### config.mk
export PLATFORM = sky130hd
export DESIGN_NAME = csr_unit
export DESIGN_NICKNAME = d
export VERILOG_FILES = /design/src/logic/csr_isa_pkg.sv /design/src/logic/csr_link_pkg.sv /design/src/logic/csr_cmd_if.sv /design/src/logic/csr_cmd_intake.sv /design/src/logic/csr_cmd_queue.sv /design/src/logic/csr_machine_file.sv /design/src/logic/csr_unit.sv
export VERILOG_INCLUDE_DIRS = /design/src /design/src/include
export SDC_FILE = /design/constraint.sdc
export NUM_CORES = 1
export LEC_CHECK = 0
export ABC_AREA = 1
export BUFFER_PORTS_ARGS = -buffer_cell sky130_fd_sc_hd__clkbuf_2
export CAP_MARGIN = 20
export CORE_ASPECT_RATIO = 0.7
export CORE_MARGIN = 1
export CORE_UTILIZATION = 35
export DETAILED_ROUTE_END_ITERATION = 12
export GPL_TIMING_DRIVEN = 1
export SYNTH_ARGS = -nofsm -noshare
export SYNTH_HDL_FRONTEND = slang
export SYNTH_HIERARCHICAL = 1
export SYNTH_SLANG_ARGS = --single-unit
### constraint.sdc
create_clock -name clk_i -period 7.5 [get_ports clk_i]
set_clock_uncertainty 0.15 [all_clocks]
set_input_delay 1.5 -clock clk_i [delete_from_list [all_inputs] [get_ports clk_i]]
set_output_delay 1.5 -clock clk_i [all_outputs]
set_load 0.01 [all_outputs]
### src/include/csr_config.svh
`ifndef CSR_CONFIG_SVH
`define CSR_CONFIG_SVH

// Data word width
`define CSR_XLEN 32

// Entries in the command FIFO between intake and CSR file
`define CSR_QUEUE_DEPTH 4

// Fixed hart id, read back through mhartid
`define CSR_HART_ID 0

// RV32 (MXL = 1) with the I and U extensions
`define CSR_MISA_VALUE 32'h4010_0100

// Implementation id
`define CSR_MIMPID_VALUE 1

`endif

### src/logic/csr_isa_pkg.sv
`include "csr_config.svh"

package csr_isa_pkg;

   // Implemented CSR addresses
   typedef enum logic [11:0]
   {
      e_csr_mstatus  = 12'h300,
      e_csr_misa     = 12'h301,
      e_csr_mie      = 12'h304,
      e_csr_mtvec    = 12'h305,
      e_csr_mscratch = 12'h340,
      e_csr_mepc     = 12'h341,
      e_csr_mcause   = 12'h342,
      e_csr_mip      = 12'h344,
      e_csr_minstret = 12'hb02,
      e_csr_mimpid   = 12'hf13,
      e_csr_mhartid  = 12'hf14
   } csr_addr_e;

   // CSR forms follow funct3
   typedef enum logic [3:0]
   {
      e_ecall  = 4'd0,
      e_csrrw  = 4'd1,
      e_csrrs  = 4'd2,
      e_csrrc  = 4'd3,
      e_csrrwi = 4'd5,
      e_csrrsi = 4'd6,
      e_csrrci = 4'd7,
      e_mret   = 4'd8
   } csr_op_e;

   typedef enum logic [1:0]
   {
      e_priv_u = 2'd0,
      e_priv_m = 2'd3
   } priv_e;

   localparam logic [3:0] cause_illegal_instr = 4'd2;
   localparam logic [3:0] cause_ecall_u       = 4'd8;
   localparam logic [3:0] cause_ecall_m       = 4'd11;
   localparam logic [3:0] cause_irq_software  = 4'd3;
   localparam logic [3:0] cause_irq_timer     = 4'd7;
   localparam logic [3:0] cause_irq_external  = 4'd11;

   typedef struct packed {
      logic [`CSR_XLEN-1:13] rsvd_hi;
      logic [1:0]            mpp;
      logic [2:0]            rsvd_mid;
      logic                  mpie;
      logic [2:0]            rsvd_lo;
      logic                  mie;
      logic [2:0]            rsvd_wpri;
   } mstatus_s;

   // Same write word, seen raw or as mstatus fields
   typedef union packed {
      logic [`CSR_XLEN-1:0] raw;
      mstatus_s             mstatus;
   } csr_word_u;

endpackage

### src/logic/csr_link_pkg.sv
`include "csr_config.svh"

package csr_link_pkg;

   // One command as it moves from intake through the queue to the CSR file
   typedef struct packed {
      csr_isa_pkg::csr_op_e op;
      logic [11:0]          addr;
      // rs1 value, or the immediate in the low five bits
      logic [`CSR_XLEN-1:0] data;
      logic [`CSR_XLEN-1:0] pc;
   } csr_cmd_s;

endpackage

### src/logic/csr_cmd_if.sv
interface csr_cmd_if;

   import csr_link_pkg::*;

   // Four-phase: cmd is stable while req is high
   logic     req;
   logic     ack;
   csr_cmd_s cmd;

   modport source
   (
      output req,
      output cmd,
      input  ack
   );

   modport sink
   (
      input  req,
      input  cmd,
      output ack
   );

endinterface

### src/logic/csr_cmd_intake.sv
`include "csr_config.svh"

module csr_cmd_intake
  (input                          clk_i
   , input                        rst_i
   , input                        cmd_req_i
   , output logic                 cmd_ack_o
   , input csr_isa_pkg::csr_op_e  cmd_op_i
   , input [11:0]                 cmd_addr_i
   , input [`CSR_XLEN-1:0]        cmd_data_i
   , input [`CSR_XLEN-1:0]        cmd_pc_i
   , csr_cmd_if.source            q_in
   );

   import csr_link_pkg::*;

   typedef enum logic [1:0] {s_idle, s_capture, s_forward, s_release} state_e;

   state_e   state_r;
   csr_cmd_s cmd_r;

   assign q_in.cmd = cmd_r;

   always_ff @(posedge clk_i)
   begin
      if (state_r == s_idle && cmd_req_i)
         cmd_r <= '{op: cmd_op_i, addr: cmd_addr_i, data: cmd_data_i, pc: cmd_pc_i};
   end

   always_ff @(posedge clk_i)
   begin
      if (rst_i)
      begin
         state_r   <= s_idle;
         cmd_ack_o <= 1'b0;
         q_in.req  <= 1'b0;
      end
      else
      begin
         case (state_r)
            s_idle:
               if (cmd_req_i)
               begin
                  cmd_ack_o <= 1'b1;
                  state_r   <= s_capture;
               end
            s_capture:
            begin
               q_in.req <= 1'b1;
               state_r  <= s_forward;
            end
            s_forward:
               if (q_in.ack)
               begin
                  q_in.req <= 1'b0;
                  state_r  <= s_release;
               end
            // Outside ack drops only after the queue took the command
            s_release:
               if (!q_in.ack && !cmd_req_i)
               begin
                  cmd_ack_o <= 1'b0;
                  state_r   <= s_idle;
               end
            default:
               state_r <= s_idle;
         endcase
      end
   end

endmodule

### src/logic/csr_cmd_queue.sv
`include "csr_config.svh"

module csr_cmd_queue
  (input                clk_i
   , input              rst_i
   , csr_cmd_if.sink    q_in
   , csr_cmd_if.source  q_out
   );

   import csr_link_pkg::*;

   localparam int depth = `CSR_QUEUE_DEPTH;
   localparam int ptr_w = $clog2(depth);
   localparam int cnt_w = $clog2(depth + 1);

   typedef enum logic [1:0] {s_out_idle, s_out_req, s_out_drain} out_state_e;

   csr_cmd_s         mem [depth];
   logic [ptr_w-1:0] wr_ptr_r;
   logic [ptr_w-1:0] rd_ptr_r;
   logic [cnt_w-1:0] count_r;
   out_state_e       out_state_r;
   logic             full;
   logic             push;
   logic             pop;

   function automatic logic [ptr_w-1:0] next_ptr(input logic [ptr_w-1:0] ptr);
      return (ptr == ptr_w'(depth - 1)) ? '0 : ptr + 1'b1;
   endfunction

   assign full = (count_r == cnt_w'(depth));
   assign push = q_in.req && !q_in.ack && !full;
   // Head leaves once the consumer has released its ack
   assign pop  = (out_state_r == s_out_drain) && !q_out.ack;

   assign q_out.cmd = mem[rd_ptr_r];

   always_ff @(posedge clk_i)
   begin
      if (push)
         mem[wr_ptr_r] <= q_in.cmd;
   end

   always_ff @(posedge clk_i)
   begin
      if (rst_i)
      begin
         wr_ptr_r    <= '0;
         rd_ptr_r    <= '0;
         count_r     <= '0;
         q_in.ack    <= 1'b0;
         q_out.req   <= 1'b0;
         out_state_r <= s_out_idle;
      end
      else
      begin
         if (push)
            q_in.ack <= 1'b1;
         else if (!q_in.req)
            q_in.ack <= 1'b0;

         if (push)
            wr_ptr_r <= next_ptr(wr_ptr_r);
         if (pop)
            rd_ptr_r <= next_ptr(rd_ptr_r);
         if (push && !pop)
            count_r <= count_r + 1'b1;
         else if (pop && !push)
            count_r <= count_r - 1'b1;

         case (out_state_r)
            s_out_idle:
               if (count_r != '0)
               begin
                  q_out.req   <= 1'b1;
                  out_state_r <= s_out_req;
               end
            s_out_req:
               if (q_out.ack)
               begin
                  q_out.req   <= 1'b0;
                  out_state_r <= s_out_drain;
               end
            s_out_drain:
               if (!q_out.ack)
                  out_state_r <= s_out_idle;
            default:
               out_state_r <= s_out_idle;
         endcase
      end
   end

endmodule

### src/logic/csr_machine_file.sv
`include "csr_config.svh"

module csr_machine_file
  (input                          clk_i
   , input                        rst_i
   , csr_cmd_if.sink              q_out
   , input                        timer_irq_i
   , input                        software_irq_i
   , input                        external_irq_i
   , output logic                 rsp_req_o
   , input                        rsp_ack_i
   , output logic [`CSR_XLEN-1:0] rsp_data_o
   , output logic                 rsp_trap_o
   , output logic                 rsp_irq_o
   , output logic [3:0]           rsp_cause_o
   , output logic [`CSR_XLEN-1:0] rsp_npc_o
   , output csr_isa_pkg::priv_e   priv_o
   );

   import csr_isa_pkg::*;
   import csr_link_pkg::*;

   localparam int xlen = `CSR_XLEN;
   localparam logic [xlen-1:0] mie_wmask   = xlen'(12'h888);
   localparam logic [xlen-1:0] align_wmask = ~xlen'(3);

   typedef enum logic [1:0] {s_idle, s_respond, s_release, s_ack} state_e;

   state_e          state_r;
   priv_e           priv_r, priv_n;
   mstatus_s        mstatus_r, mstatus_n;
   csr_word_u       wr_word;
   logic [xlen-1:0] mie_r, mie_n;
   logic [xlen-1:0] mtvec_r, mtvec_n;
   logic [xlen-1:0] mscratch_r, mscratch_n;
   logic [xlen-1:0] mepc_r, mepc_n;
   logic [xlen-1:0] mcause_r, mcause_n;
   logic [xlen-1:0] minstret_r, minstret_n;

   csr_cmd_s        cmd;
   logic            start;
   logic [xlen-1:0] mip_w;
   logic [xlen-1:0] irq_act;
   logic [xlen-1:0] src;
   logic [xlen-1:0] old_val;
   logic [xlen-1:0] new_val;
   logic [xlen-1:0] rsp_data_n;
   logic [xlen-1:0] npc_n;
   logic [3:0]      irq_code;
   logic [3:0]      cause_n;
   logic            gie, take_irq, known, writes, read_only, illegal;
   logic            is_csr, is_imm, trap_n, irq_n;

   assign cmd    = q_out.cmd;
   assign start  = (state_r == s_idle) && q_out.req;
   assign priv_o = priv_r;

   // mip mirrors the interrupt lines
   always_comb
   begin
      mip_w     = '0;
      mip_w[3]  = software_irq_i;
      mip_w[7]  = timer_irq_i;
      mip_w[11] = external_irq_i;
   end

   assign irq_act  = mip_w & mie_r;
   assign gie      = (priv_r == e_priv_u) || mstatus_r.mie;
   assign take_irq = gie && (irq_act != '0);

   // External first, then software, then timer
   always_comb
   begin
      if (irq_act[11])
         irq_code = cause_irq_external;
      else if (irq_act[3])
         irq_code = cause_irq_software;
      else
         irq_code = cause_irq_timer;
   end

   assign is_csr    = cmd.op inside {e_csrrw, e_csrrs, e_csrrc, e_csrrwi, e_csrrsi, e_csrrci};
   assign is_imm    = cmd.op inside {e_csrrwi, e_csrrsi, e_csrrci};
   assign src       = is_imm ? xlen'(cmd.data[4:0]) : cmd.data;
   assign writes    = (cmd.op inside {e_csrrw, e_csrrwi}) || (src != '0);
   assign read_only = (cmd.addr[11:10] == 2'b11) || (cmd.addr == e_csr_misa);

   always_comb
   begin
      known = 1'b1;
      case (cmd.addr)
         e_csr_mstatus:  old_val = mstatus_r;
         e_csr_misa:     old_val = xlen'(`CSR_MISA_VALUE);
         e_csr_mie:      old_val = mie_r;
         e_csr_mtvec:    old_val = mtvec_r;
         e_csr_mscratch: old_val = mscratch_r;
         e_csr_mepc:     old_val = mepc_r;
         e_csr_mcause:   old_val = mcause_r;
         e_csr_mip:      old_val = mip_w;
         e_csr_minstret: old_val = minstret_r;
         e_csr_mimpid:   old_val = xlen'(`CSR_MIMPID_VALUE);
         e_csr_mhartid:  old_val = xlen'(`CSR_HART_ID);
         default:
         begin
            known   = 1'b0;
            old_val = '0;
         end
      endcase
   end

   always_comb
   begin
      case (cmd.op)
         e_csrrs, e_csrrsi: new_val = old_val | src;
         e_csrrc, e_csrrci: new_val = old_val & ~src;
         default:           new_val = src;
      endcase
   end

   assign illegal = (cmd.op == e_mret && priv_r == e_priv_u)
                    || (is_csr && (!known || cmd.addr[9:8] > priv_r || (writes && read_only)))
                    || !(is_csr || cmd.op == e_ecall || cmd.op == e_mret);

   always_comb
   begin
      priv_n      = priv_r;
      mstatus_n   = mstatus_r;
      mie_n       = mie_r;
      mtvec_n     = mtvec_r;
      mscratch_n  = mscratch_r;
      mepc_n      = mepc_r;
      mcause_n    = mcause_r;
      minstret_n  = minstret_r;
      wr_word.raw = new_val;
      trap_n      = 1'b0;
      irq_n       = 1'b0;
      cause_n     = '0;
      rsp_data_n  = '0;
      npc_n       = cmd.pc + xlen'(4);

      if (take_irq)
      begin
         trap_n  = 1'b1;
         irq_n   = 1'b1;
         cause_n = irq_code;
      end
      else if (illegal)
      begin
         trap_n  = 1'b1;
         cause_n = cause_illegal_instr;
      end
      else if (cmd.op == e_ecall)
      begin
         trap_n  = 1'b1;
         cause_n = (priv_r == e_priv_u) ? cause_ecall_u : cause_ecall_m;
      end
      else if (cmd.op == e_mret)
      begin
         priv_n         = priv_e'(mstatus_r.mpp);
         mstatus_n.mie  = mstatus_r.mpie;
         mstatus_n.mpie = 1'b1;
         mstatus_n.mpp  = e_priv_u;
         npc_n          = mepc_r;
      end
      else
      begin
         rsp_data_n = old_val;
         minstret_n = minstret_r + 1'b1;
         if (writes)
         begin
            case (cmd.addr)
               e_csr_mstatus:
               begin
                  mstatus_n      = '0;
                  mstatus_n.mie  = wr_word.mstatus.mie;
                  mstatus_n.mpie = wr_word.mstatus.mpie;
                  mstatus_n.mpp  = (wr_word.mstatus.mpp == e_priv_m) ? e_priv_m : e_priv_u;
               end
               e_csr_mie:      mie_n      = wr_word.raw & mie_wmask;
               e_csr_mtvec:    mtvec_n    = wr_word.raw & align_wmask;
               e_csr_mscratch: mscratch_n = wr_word.raw;
               e_csr_mepc:     mepc_n     = wr_word.raw & align_wmask;
               e_csr_mcause:   mcause_n   = wr_word.raw;
               // An explicit write wins over the retire increment
               e_csr_minstret: minstret_n = wr_word.raw;
               default:        ;
            endcase
         end
      end

      if (trap_n)
      begin
         mepc_n         = cmd.pc;
         mcause_n       = {irq_n, {(xlen - 5){1'b0}}, cause_n};
         mstatus_n.mpp  = priv_r;
         mstatus_n.mpie = mstatus_r.mie;
         mstatus_n.mie  = 1'b0;
         priv_n         = e_priv_m;
         npc_n          = mtvec_r;
      end
   end

   always_ff @(posedge clk_i)
   begin
      if (rst_i)
      begin
         state_r    <= s_idle;
         rsp_req_o  <= 1'b0;
         q_out.ack  <= 1'b0;
         priv_r     <= e_priv_m;
         mstatus_r  <= '0;
         mie_r      <= '0;
         mtvec_r    <= '0;
         mscratch_r <= '0;
         mepc_r     <= '0;
         mcause_r   <= '0;
         minstret_r <= '0;
      end
      else
      begin
         case (state_r)
            s_idle:
               if (start)
               begin
                  rsp_req_o <= 1'b1;
                  state_r   <= s_respond;
               end
            s_respond:
               if (rsp_ack_i)
               begin
                  rsp_req_o <= 1'b0;
                  state_r   <= s_release;
               end
            // Queue is acked only after the response handshake has closed
            s_release:
               if (!rsp_ack_i)
               begin
                  q_out.ack <= 1'b1;
                  state_r   <= s_ack;
               end
            s_ack:
               if (!q_out.req)
               begin
                  q_out.ack <= 1'b0;
                  state_r   <= s_idle;
               end
            default:
               state_r <= s_idle;
         endcase

         if (start)
         begin
            priv_r     <= priv_n;
            mstatus_r  <= mstatus_n;
            mie_r      <= mie_n;
            mtvec_r    <= mtvec_n;
            mscratch_r <= mscratch_n;
            mepc_r     <= mepc_n;
            mcause_r   <= mcause_n;
            minstret_r <= minstret_n;
         end
      end
   end

   always_ff @(posedge clk_i)
   begin
      if (start)
      begin
         rsp_data_o  <= rsp_data_n;
         rsp_trap_o  <= trap_n;
         rsp_irq_o   <= irq_n;
         rsp_cause_o <= cause_n;
         rsp_npc_o   <= npc_n;
      end
   end

endmodule

### src/logic/csr_unit.sv
`include "csr_config.svh"

module csr_unit
  (input                          clk_i
   , input                        rst_i
   , input                        cmd_req_i
   , output logic                 cmd_ack_o
   , input csr_isa_pkg::csr_op_e  cmd_op_i
   , input [11:0]                 cmd_addr_i
   , input [`CSR_XLEN-1:0]        cmd_data_i
   , input [`CSR_XLEN-1:0]        cmd_pc_i
   , input                        timer_irq_i
   , input                        software_irq_i
   , input                        external_irq_i
   , output logic                 rsp_req_o
   , input                        rsp_ack_i
   , output logic [`CSR_XLEN-1:0] rsp_data_o
   , output logic                 rsp_trap_o
   , output logic                 rsp_irq_o
   , output logic [3:0]           rsp_cause_o
   , output logic [`CSR_XLEN-1:0] rsp_npc_o
   , output csr_isa_pkg::priv_e   priv_o
   );

   // Intake to queue, queue to CSR file
   csr_cmd_if q_in ();
   csr_cmd_if q_out ();

   csr_cmd_intake intake
     (.clk_i      (clk_i)
      , .rst_i      (rst_i)
      , .cmd_req_i  (cmd_req_i)
      , .cmd_ack_o  (cmd_ack_o)
      , .cmd_op_i   (cmd_op_i)
      , .cmd_addr_i (cmd_addr_i)
      , .cmd_data_i (cmd_data_i)
      , .cmd_pc_i   (cmd_pc_i)
      , .q_in       (q_in.source)
      );

   csr_cmd_queue cmd_queue
     (.clk_i   (clk_i)
      , .rst_i (rst_i)
      , .q_in  (q_in.sink)
      , .q_out (q_out.source)
      );

   csr_machine_file csr_file
     (.clk_i            (clk_i)
      , .rst_i          (rst_i)
      , .q_out          (q_out.sink)
      , .timer_irq_i    (timer_irq_i)
      , .software_irq_i (software_irq_i)
      , .external_irq_i (external_irq_i)
      , .rsp_req_o      (rsp_req_o)
      , .rsp_ack_i      (rsp_ack_i)
      , .rsp_data_o     (rsp_data_o)
      , .rsp_trap_o     (rsp_trap_o)
      , .rsp_irq_o      (rsp_irq_o)
      , .rsp_cause_o    (rsp_cause_o)
      , .rsp_npc_o      (rsp_npc_o)
      , .priv_o         (priv_o)
      );

endmodule

# Word-level counts from Yosys, hierarchy flattened
# Memories as Yosys holds them, arrays and structs flattened. A register that Yosys moved wholly into a read port is not among the register bits.
# Cells that the tools add are included.
[op_classes]
n_reduce_logical = 72
eq_ne = 46
n_lt_le_gt_ge = 1
bitwise = 8
n_mux = 92
addsub = 6
[ops]
columns = ["op", "count"]
rows = [
  ["32-bit two-way mux", 23],
  ["32-bit one-hot mux with 10 select lines", 1],
  ["12-bit by 10-bit == test with 1-bit output (second input constant)", 8],
  ["32-bit one-hot mux with 2 select lines", 1],
  ["32-bit nonzero test", 2],
  ["13-bit two-way mux", 4],
  ["2-bit two-way mux", 23],
  ["12-bit == test (second input constant)", 3],
  ["7-bit AND reduction", 5],
  ["32-bit by 1-bit adder with 32-bit output (second input constant)", 1],
  ["32-bit by 3-bit adder with 32-bit output (second input constant)", 1],
  ["32-bit AND", 1],
  ["32-bit inverter", 1],
  ["32-bit OR", 1],
  ["1-bit two-way mux", 22],
  ["2-bit nonzero test", 11],
  ["2-bit == test (second input constant)", 9],
  ["3-bit two-way mux", 6],
  ["3-bit AND reduction", 6],
  ["4-bit two-way mux", 4],
  ["2-bit by 1-bit != test with 1-bit output (second input constant)", 8],
  ["2-bit one-hot mux with 4 select lines", 2],
  ["2-bit != test (second input constant)", 7],
  ["12-bit AND", 1],
  ["27 further kinds", 74],
]
[word_totals]
inputBits = 87
out_inout_bits = 74
mem_count = 1
ramBits = 320
ff_bits = 336
[memory_table]
columns = ["memory", "depth", "width", "read_ports", "rd_ports_with_merged_regs", "write_ports", "line_no", "text"]
rows = [
  ["cmd_queue.mem", 4, 80, 1, 1, 1, "csr_cmd_queue.sv:18", "csr_cmd_s mem [depth];"],
]

# Depth between registers and ports, before layout
# Gate-level depths: netlist (run 1).
[logic_depth]
depth_word = 15
ltp_mapped = 26
mapped_depth_nobuf = 21

# Cells and area by module
# The synthesis (run 1) kept the hierarchy.
[modules_own_cells]
columns = ["mod", "area_each_um2", "cells_per_inst", "n_inst", "seq_area_each_um2"]
rows = [
  ["csr_machine_file", 14458.9, 2083, 1, 5525.3],
  ["csr_cmd_queue", 12468.2, 863, 1, 9869.5],
  ["csr_cmd_intake", 2705.1, 122, 1, 2482.4],
]

# Worst setup path after synthesis (run 1)
# No wires, ideal clock.
[synth_path]
path_type = "register to register"
start = "register intake.q_in.req"
end = "memory cmd_queue/mem[0][0] (netlist bit), enable pin"
stages_incl_launch_ff = 5
setup_time_ns = 0.519
period_less_slack_ns = 4.741
arrival_ns = 4.072
setup_slack_ns = 2.759
cell_sequence = "dfxtp_1 -> inv_1 -> nor2_1 -> nand2_1 -> nor2_1"
[synth_via]
elab_chain_len = 4
[synth_lines]
columns = ["item", "line_no", "text"]
rows = [
  ["start, declared", "csr_cmd_if.sv:12", "output req,"],
  ["start signal, assigned", "csr_cmd_intake.sv:36", "q_in.req <= 1'b0;"],
  ["start signal, assigned", "csr_cmd_intake.sv:49", "q_in.req <= 1'b1;"],
  ["start signal, assigned", "csr_cmd_intake.sv:55", "q_in.req <= 1'b0;"],
  ["1-bit logical AND (2 in series)", "csr_cmd_queue.sv:32", "assign push = q_in.req && !q_in.ack && !full;"],
  ["1-bit two-way mux", "csr_cmd_queue.sv:40", "if (push)"],
  ["1-bit two-way mux (not written as such)", "csr_cmd_queue.sv:41", "mem[wr_ptr_r] <= q_in.cmd;"],
  ["end, declared", "csr_cmd_queue.sv:18", ""],
]
# Every way passes these cells.

==> metrics.md, run 1 <==
| Metric | Value |
|---|---|
| Run status | `complete, no violations` |
| YS warnings | `6` |
| Clock Power Share | `0.309` |
| Synth cell types | `50` |
| Most common cell after layout, fill and taps aside | `nand2_1` |
| Worst r2r path cells | `19` |
| Comb power frac | `0.229` |
| Drt first-iter violations | `2645` |
| Initial Utilization | `0.356` |
| Setup CP Type | `reg -> reg` |
| DIE WIDTH | `350 um` |
| First-pass GRT wire length | `129000 um` |
| Slew Viols, Final | `0` |
| DR vias | `22300` |
| Tcrit/Tclk final | `0.733` |
| Root buffer cell | `clkbuf_16` |
| Post-Synthesis Cells | `3068` |
| Minimum clock period | `5.50 ns` |
| IO Pins | `161` |
| Largest net degree at the start of global routing | `108` |
| H-tree depth | `3` |
| Initial antenna violation count | `1` |
| Cell Area, Placed | `0.0313 sq mm` |
| Fin worst setup slack | `2.00 ns` |
| Setup violators final | `0` |
| Rel. slew slack | `0.314` |
| Core ar. | `0.0831 sq mm` |
| TNS Setup | `0 ns` |
| Total Power | `10.5 mW` |
| PwrDens | `314 mW/mm^2` |
| Latest clock arrival within the worst-skew pair | `0.62 ns` |
| Post-synth EDFFs | `470` |
| Vias in the first global route | `19700` |
| Hold Path Stages | `2` |
| Drt wl/cell | `20.1 um` |
| Fmax | `182 MHz` |
| Syn_nets | `3175` |
| Post-route ant nets | `0` |
| Final nets | `3289` |
| Internal | `7.02 mW` |
| Drt pass-1 iters | `5` |
| Routability-driven placement congestion ratio | `0.963` |
| Final Hold Fails | `0` |
| Crit path capture type | `flip-flop` |
| Unrepaired setup endpoints after global routing | `no` |
| Diodes inserted | `0` |
| Yosys top cell area share | `0.476` |
| Via density | `5.11` |
| Row cnt | `88` |
| GR Overflow Total | `0` |
| Worst-Margin Slew | `1.03 ns` |
| Die area | `0.0858 sq mm` |
| Cts bufs inserted | `66` |
| Dpl hpwl | `60100 um` |
| Core Util, Final | `0.402` |
| Switching share of power | `0.331` |
| Clk sink count | `658` |
| Part of the power in registers | `0.463` |
| CP required | `7.84 ns` |
| CP Max Fanout | `107` |
| Max capacitance violation total | `0` |
| CTS Buffer Depth | `3` |
| Pleak | `13.0 nW` |
| Async SR Flop Fraction | `0` |
| Global Route Usage Sum | `0.201` |
| Die H | `245 um` |
| Most frequent cells in the layout | `541 x nand2_1, 524 x nor2_1, 470 x edfxtp_1, 296 x inv_1, 284 x o21ai_0` |
| Area taken by multi-input logic gates | `0.00976 sq mm` |
| Fillcell total | `8175` |
| Register area share after synthesis | `0.603` |
| VDD IR max | `0.000164 V` |
| Layout cells sized above 1 | `0.126` |
| Post-cts resize count | `0` |
| Total wire length | `87500 um` |
| Fin area | `0.0334 sq mm` |
| Ys flop type | `edfxtp_1` |
| I/O Buffers | `160` |
| R2r setup slk | `2.00 ns` |
| Clock Pin Slew Worst Setup and Hold Paths | `0.06 ns` |
| Worst slack, placed | `2.09 ns` |
| Worst EP arrival | `5.84 ns` |
| Worst Setup Start Kind | `flip-flop` |
| Top post-synthesis cells by area | `edfxtp_1 48%, dfxtp_1 13%, nand2_1 6.9%, nor2_1 6.7%, o21ai_0 4.8%` |
| Cell taking the most area after synthesis | `edfxtp_1` |
| Sequential cell area | `0.0179 sq mm` |
| Area Growth Syn to Fin | `12.8%` |
| Hold Path Class | `reg -> reg` |
| Psw | `3.48 mW` |
| Hold-fix buffers at CTS | `0` |
| Post-Syn Area | `0.0296 sq mm` |
| Yosys reg bits | `658` |
| Synth Area per Inst | `9.66 sq um` |
| Postcts setup bufs | `0` |
| CTS tree | `done` |
| Post-route DRC violation count | `0` |
[synthesized netlist by cell type, drive strengths merged (4+ instances only)]
| library cell | n |
|---|---|
| nor2 | 538 |
| xnor2 | 8 |
| a31oi | 7 |
| xor2 | 46 |
| a21oi | 91 |
| nor3b | 64 |
| or2 | 5 |
| dfxtp | 188 |
| buf | 73 |
| nand2 | 552 |
| o21ai | 312 |
| ha | 19 |
| nor3 | 25 |
| nand4 | 10 |
| o22ai | 135 |
| edfxtp | 470 |
| clkbuf | 77 |
| o211ai | 20 |
| nand3 | 91 |
| o211a | 5 |
| inv | 308 |
| clkinv | 4 |
[through the flow]
stage	std cells	hold slack, ns
floorplan	3068	0.289
global placement	4236	0.299
detailed placement	4238	0.305
CTS	4357	0.313
global route	4358	0.352
finish	4358	0.315
[logic make-up after synthesis]
group           share of synthesized area
simple gates                        0.195
xor+xnor                           0.0160
flops                               0.603
buf+inv                            0.0686
mux                              0.000676
fa+ha+maj                         0.00870
compound gates                      0.107
[area by class of cell]
cell class | instances | share of cell area
flip-flops and latches | 658 | 0.535
repair buffers | 196 | 0.0332
well taps | 1125 | 0.0421
multi-input cells | 1948 | 0.292
clock buffers | 91 | 0.0556
inverters | 312 | 0.0353
clock inverters | 28 | 0.00674
[layer usage]
metal	wire length [um]	up-vias	track usage
li1	-	10500	-
met1	41100	10600	0.307
met2	35100	991	0.273
met3	9690	109	0.0621
met4	1580	2	0.0437
met5	13	-	0
[worst max-delay path, cell delays in order, from the launching register on]
cell,delay [ns]
dfxtp_4,0.93
inv_6,0.47
o21ai_0,0.30
o22ai_1,0.28
nor2_2,0.20
nand2_2,0.33
nand2_1,0.24
nand3_1,0.09
nor2_1,0.21
nand2_1,0.17
o21ai_1,0.22
nand2_2,0.11
nand2_4,0.13
nand3_4,0.08
buf_4,0.30
nor2_4,0.12
buf_4,0.34
inv_2,0.33
o21ai_0,0.24
a21oi_1,0.06
[registers in the layout, indices dropped and copies added (netlist names), 2 cells and up, named ones only]
| register | count |
|---|---|
| cmd_queue/count_r | 3 |
| cmd_queue/mem | 320 |
| cmd_queue/out_state_r | 2 |
| cmd_queue/rd_ptr_r | 2 |
| cmd_queue/wr_ptr_r | 2 |
| csr_file/mcause_r | 32 |
| csr_file/mepc_r | 32 |
| csr_file/mie_r | 3 |
| csr_file/minstret_r | 32 |
| csr_file/mscratch_r | 32 |
| csr_file/mstatus_r | 4 |
| csr_file/mtvec_r | 30 |
| csr_file/priv_o | 2 |
| csr_file/rsp_cause_o | 4 |
| csr_file/rsp_data_o | 32 |
| csr_file/rsp_npc_o | 32 |
| csr_file/state_r | 2 |
| intake/q_in.cmd | 80 |
| intake/state_r | 2 |
[power groups by stage]
stage / Combinational, mW / Clock [mW] / Sequential (mW)
after floorplan: 1.54 / 0 / 4.89
after global placement: 2.32 / 0 / 4.94
after detailed placement: 2.35 / 0 / 4.93
after CTS: 2.36 / 3.31 / 4.86
after global routing: 2.65 / 3.45 / 4.91
final: 2.40 / 3.24 / 4.86
[final timing paths]
kind,from,to
worst min register to register,csr_file/mepc_r[1],csr_file/mepc_r[1]
worst min-delay path,csr_file/mepc_r[1],csr_file/mepc_r[1]
worst max-delay path,flip-flop,csr_file/minstret_r[1]
worst max register to register,flip-flop,csr_file/minstret_r[1]
No activity file was read; power rests on OpenSTA's default activity.
==> inputs of run 2 (changes only) <==
Clock period 7.5 ns to 4.8 ns, I/O delays scaled along.
==> run 2 against run 1 <==
Hold slack better by 0.0045 ns. Clock power grew 69%. First-iteration DRC count is 5.3% lower. Global-route usage rose by 0.29 points. Register-to-register slack worse by 1.5 ns. Setup slack got worse by 1.5 ns. Critical path depth down 5. Largest power group unchanged. Highest routed layer unchanged.
==> metrics.md, run 2 (same netlist as run 1, synthesis figures left out) <==
| Metric | Value |
|---|---|
| Gr busiest metal | `met1` |
| Area Growth Syn to Fin | `14.8%` |
| Drt pass-1 iters | `7 (+2)` |
| Hold Path Stages | `2 (unchanged)` |
| Fmax | `232 MHz (+28%)` |
| Global Route Usage Sum | `0.204 (+0.00293)` |
| Hold-fix buffers at CTS | `0 (unchanged)` |
| R2r setup slk | `0.50 ns (-1.50 ns)` |
| Total wire length | `88200 um (+0.88%)` |
| Cell Area, Placed | `0.0317 sq mm (+1.2%)` |
| CP Max Fanout | `35 (-67%)` |
| Drt first-iter violations | `2504 (-5.3%)` |
| Initial Utilization | `0.356 (unchanged)` |
| Final nets | `3333 (+1.3%)` |
| Total Power | `17.0 mW (+61%)` |
| Most common cell after layout, fill and taps aside | `nand2_1` |
| Largest net degree at the start of global routing | `81 (-25%)` |
| Diodes inserted | `0 (unchanged)` |
| Layout cells sized above 1 | `0.141 (+0.0148)` |
| Minimum clock period | `4.30 ns (-1.20 ns)` |
| Worst Setup Start Kind | `flip-flop` |
| Post-route DRC violation count | `0 (unchanged)` |
| Clk sink count | `658 (unchanged)` |
| Core ar. | `0.0831 sq mm (unchanged)` |
| Postcts setup bufs | `0 (unchanged)` |
| Cts bufs inserted | `66 (unchanged)` |
| Hold Crit Endpoint | `csr_file/mepc_r[0]` |
| Root buffer cell | `clkbuf_16` |
| Post-route ant nets | `0 (unchanged)` |
| Pleak | `13.3 nW (+2.4%)` |
| DR vias | `22300 (+0.11%)` |
| PwrDens | `499 mW/mm^2 (+59%)` |
| Dpl hpwl | `61600 um (+2.5%)` |
| Crit path capture type | `flip-flop` |
| Met2 Use GR | `0.277 (+0.00455)` |
| Slew Viols, Final | `0 (unchanged)` |
| Setup CP Type | `reg -> reg` |
| Vias in the first global route | `20500 (+3.7%)` |
| DIE WIDTH | `350 um (unchanged)` |
| Row cnt | `88 (unchanged)` |
| VDD IR max | `0.000298 V (+82%)` |
| Hold Path Origin | `csr_file/mepc_r[0]` |
| Worst r2r path cells | `14 (-5)` |
| H-tree depth | `3 (unchanged)` |
| I/O Buffers | `160 (unchanged)` |
| Run status | `complete, no violations` |
| Worst EP arrival | `4.48 ns (-1.36 ns)` |
| Final Hold Fails | `0 (unchanged)` |
| Max capacitance violation total | `0 (unchanged)` |
| Worst-Margin Slew | `0.868 ns (-0.159 ns)` |
| Clock Pin Slew Worst Setup and Hold Paths | `0.06 ns (about the same)` |
| Setup violators final | `0 (unchanged)` |
| IO Pins | `161 (unchanged)` |
| Unrepaired setup endpoints after global routing | `no` |
| Most flops, register | `cmd_queue/mem` |
| Via density | `5.07 (-0.89%)` |
| Final hold slack | `0.319 ns (+0.00449 ns)` |
| Routability-driven placement congestion ratio | `0.973 (+1.1%)` |
| First-pass GRT wire length | `132000 um (+1.9%)` |
| GR Overflow Total | `0 (unchanged)` |
| Initial antenna violation count | `0 (-1)` |
| M3 GR Usage | `0.0601 (-0.00197)` |
| CTS Buffer Depth | `3 (unchanged)` |
| Max FFs per register | `320 (unchanged)` |
| Hold Path Class | `reg -> reg` |
| Drt wl/cell | `20.0 um (-0.13%)` |
| Most frequent cells in the layout | `541 x nand2_1, 524 x nor2_1, 470 x edfxtp_1, 296 x inv_1, 284 x o21ai_0` |
| Post-cts resize count | `0 (unchanged)` |
| Die area | `0.0858 sq mm (unchanged)` |
| Tcrit/Tclk final | `0.897 (+0.163)` |
| Met1 Use GR | `0.310 (+0.00306)` |
| CTS tree | `done` |
| Rel. slew slack | `0.421 (+0.108)` |
| Reg2Reg Capture Point | `csr_file/rsp_npc_o[27]` |
| Latest clock arrival within the worst-skew pair | `0.64 ns (+0.02 ns)` |
| TNS Setup | `0 ns (unchanged)` |
| CP required | `4.98 ns (-2.86 ns)` |
| Die H | `245 um (unchanged)` |
| Fin area | `0.0340 sq mm (+1.8%)` |
-- run 2: cell types whose count changed in the layout (fill, tap and decap cells not counted), sizes merged --
| cell | previous run | this run |
|---|---|---|
| clkinvlp | 1 | 6 |
| clkbuf | 250 | 247 |
| bufinv | 2 | 8 |
| clkinv | 25 | 20 |
| inv | 312 | 309 |
| buf | 37 | 81 |
-- run 2: cell type report --
class / count / area [sq um]
multi-input cells: 1948 / 9760
well taps: 1125 / 1410
repair buffers: 240 / 1500
inverters: 312 / 1180
clock buffers: 88 / 1870
flip-flops and latches: 658 / 17900
fillers: 8071 / 49100
clock inverters: 31 / 413
-- run 2: routing by layer --
metal | vias to the layer above | wire [um]
li1 | 10600 | -
met1 | 10700 | 42500
met2 | 921 | 34900
met3 | 107 | 9050
met4 | 2 | 1820
met5 | - | 34
-- run 2: power breakdown --
group	internal [mW]	switching [mW]	total [mW]
Clock	3.20	2.28	5.47
Combinational	1.07	2.81	3.88
Sequential	7.15	0.453	7.61
Total	11.4	5.54	17.0
-- run 2: worst max path at each step --
| stage | from | slack [ns] | end |
|---|---|---|---|
| floorplan | intake/q_in.req | 0.06 | cmd_queue/mem[0][0] |
| global placement | flip-flop | 0.57 | csr_file/rsp_npc_o[27] |
| detailed placement | flip-flop | 0.56 | csr_file/rsp_npc_o[27] |
| CTS | flip-flop | 0.52 | csr_file/rsp_npc_o[27] |
| global route | flip-flop | 0.15 | csr_file/rsp_npc_o[27] |
| finish | flip-flop | 0.50 | csr_file/rsp_npc_o[27] |
-- run 2: per-stage QoR --
| step | utilization | instances | setup slack (ns) |
|---|---|---|---|
| after floorplan | - | 3068 | 0.0594 |
| after global placement | 0.381 | 4282 | 0.569 |
| after detailed placement | 0.381 | 4282 | 0.560 |
| after CTS | 0.409 | 4401 | 0.525 |
| after global routing | 0.409 | 4402 | 0.150 |
| final | 0.409 | 4402 | 0.496 |
-- run 2: worst max-delay path: stages (launching register included) --
cell and delay, ns:
dfxtp_4 0.45, inv_6 0.23, buf_4 0.36, buf_4 0.41
o21ai_0 0.13, o22ai_1 0.39, nand2_1 0.13, nor3_1 0.38
nand4_1 0.28, nor2_1 0.31, nand2_1 0.10, nor2_1 0.22
o21ai_0 0.15, o211ai_1 0.09, o21ai_0 0.20
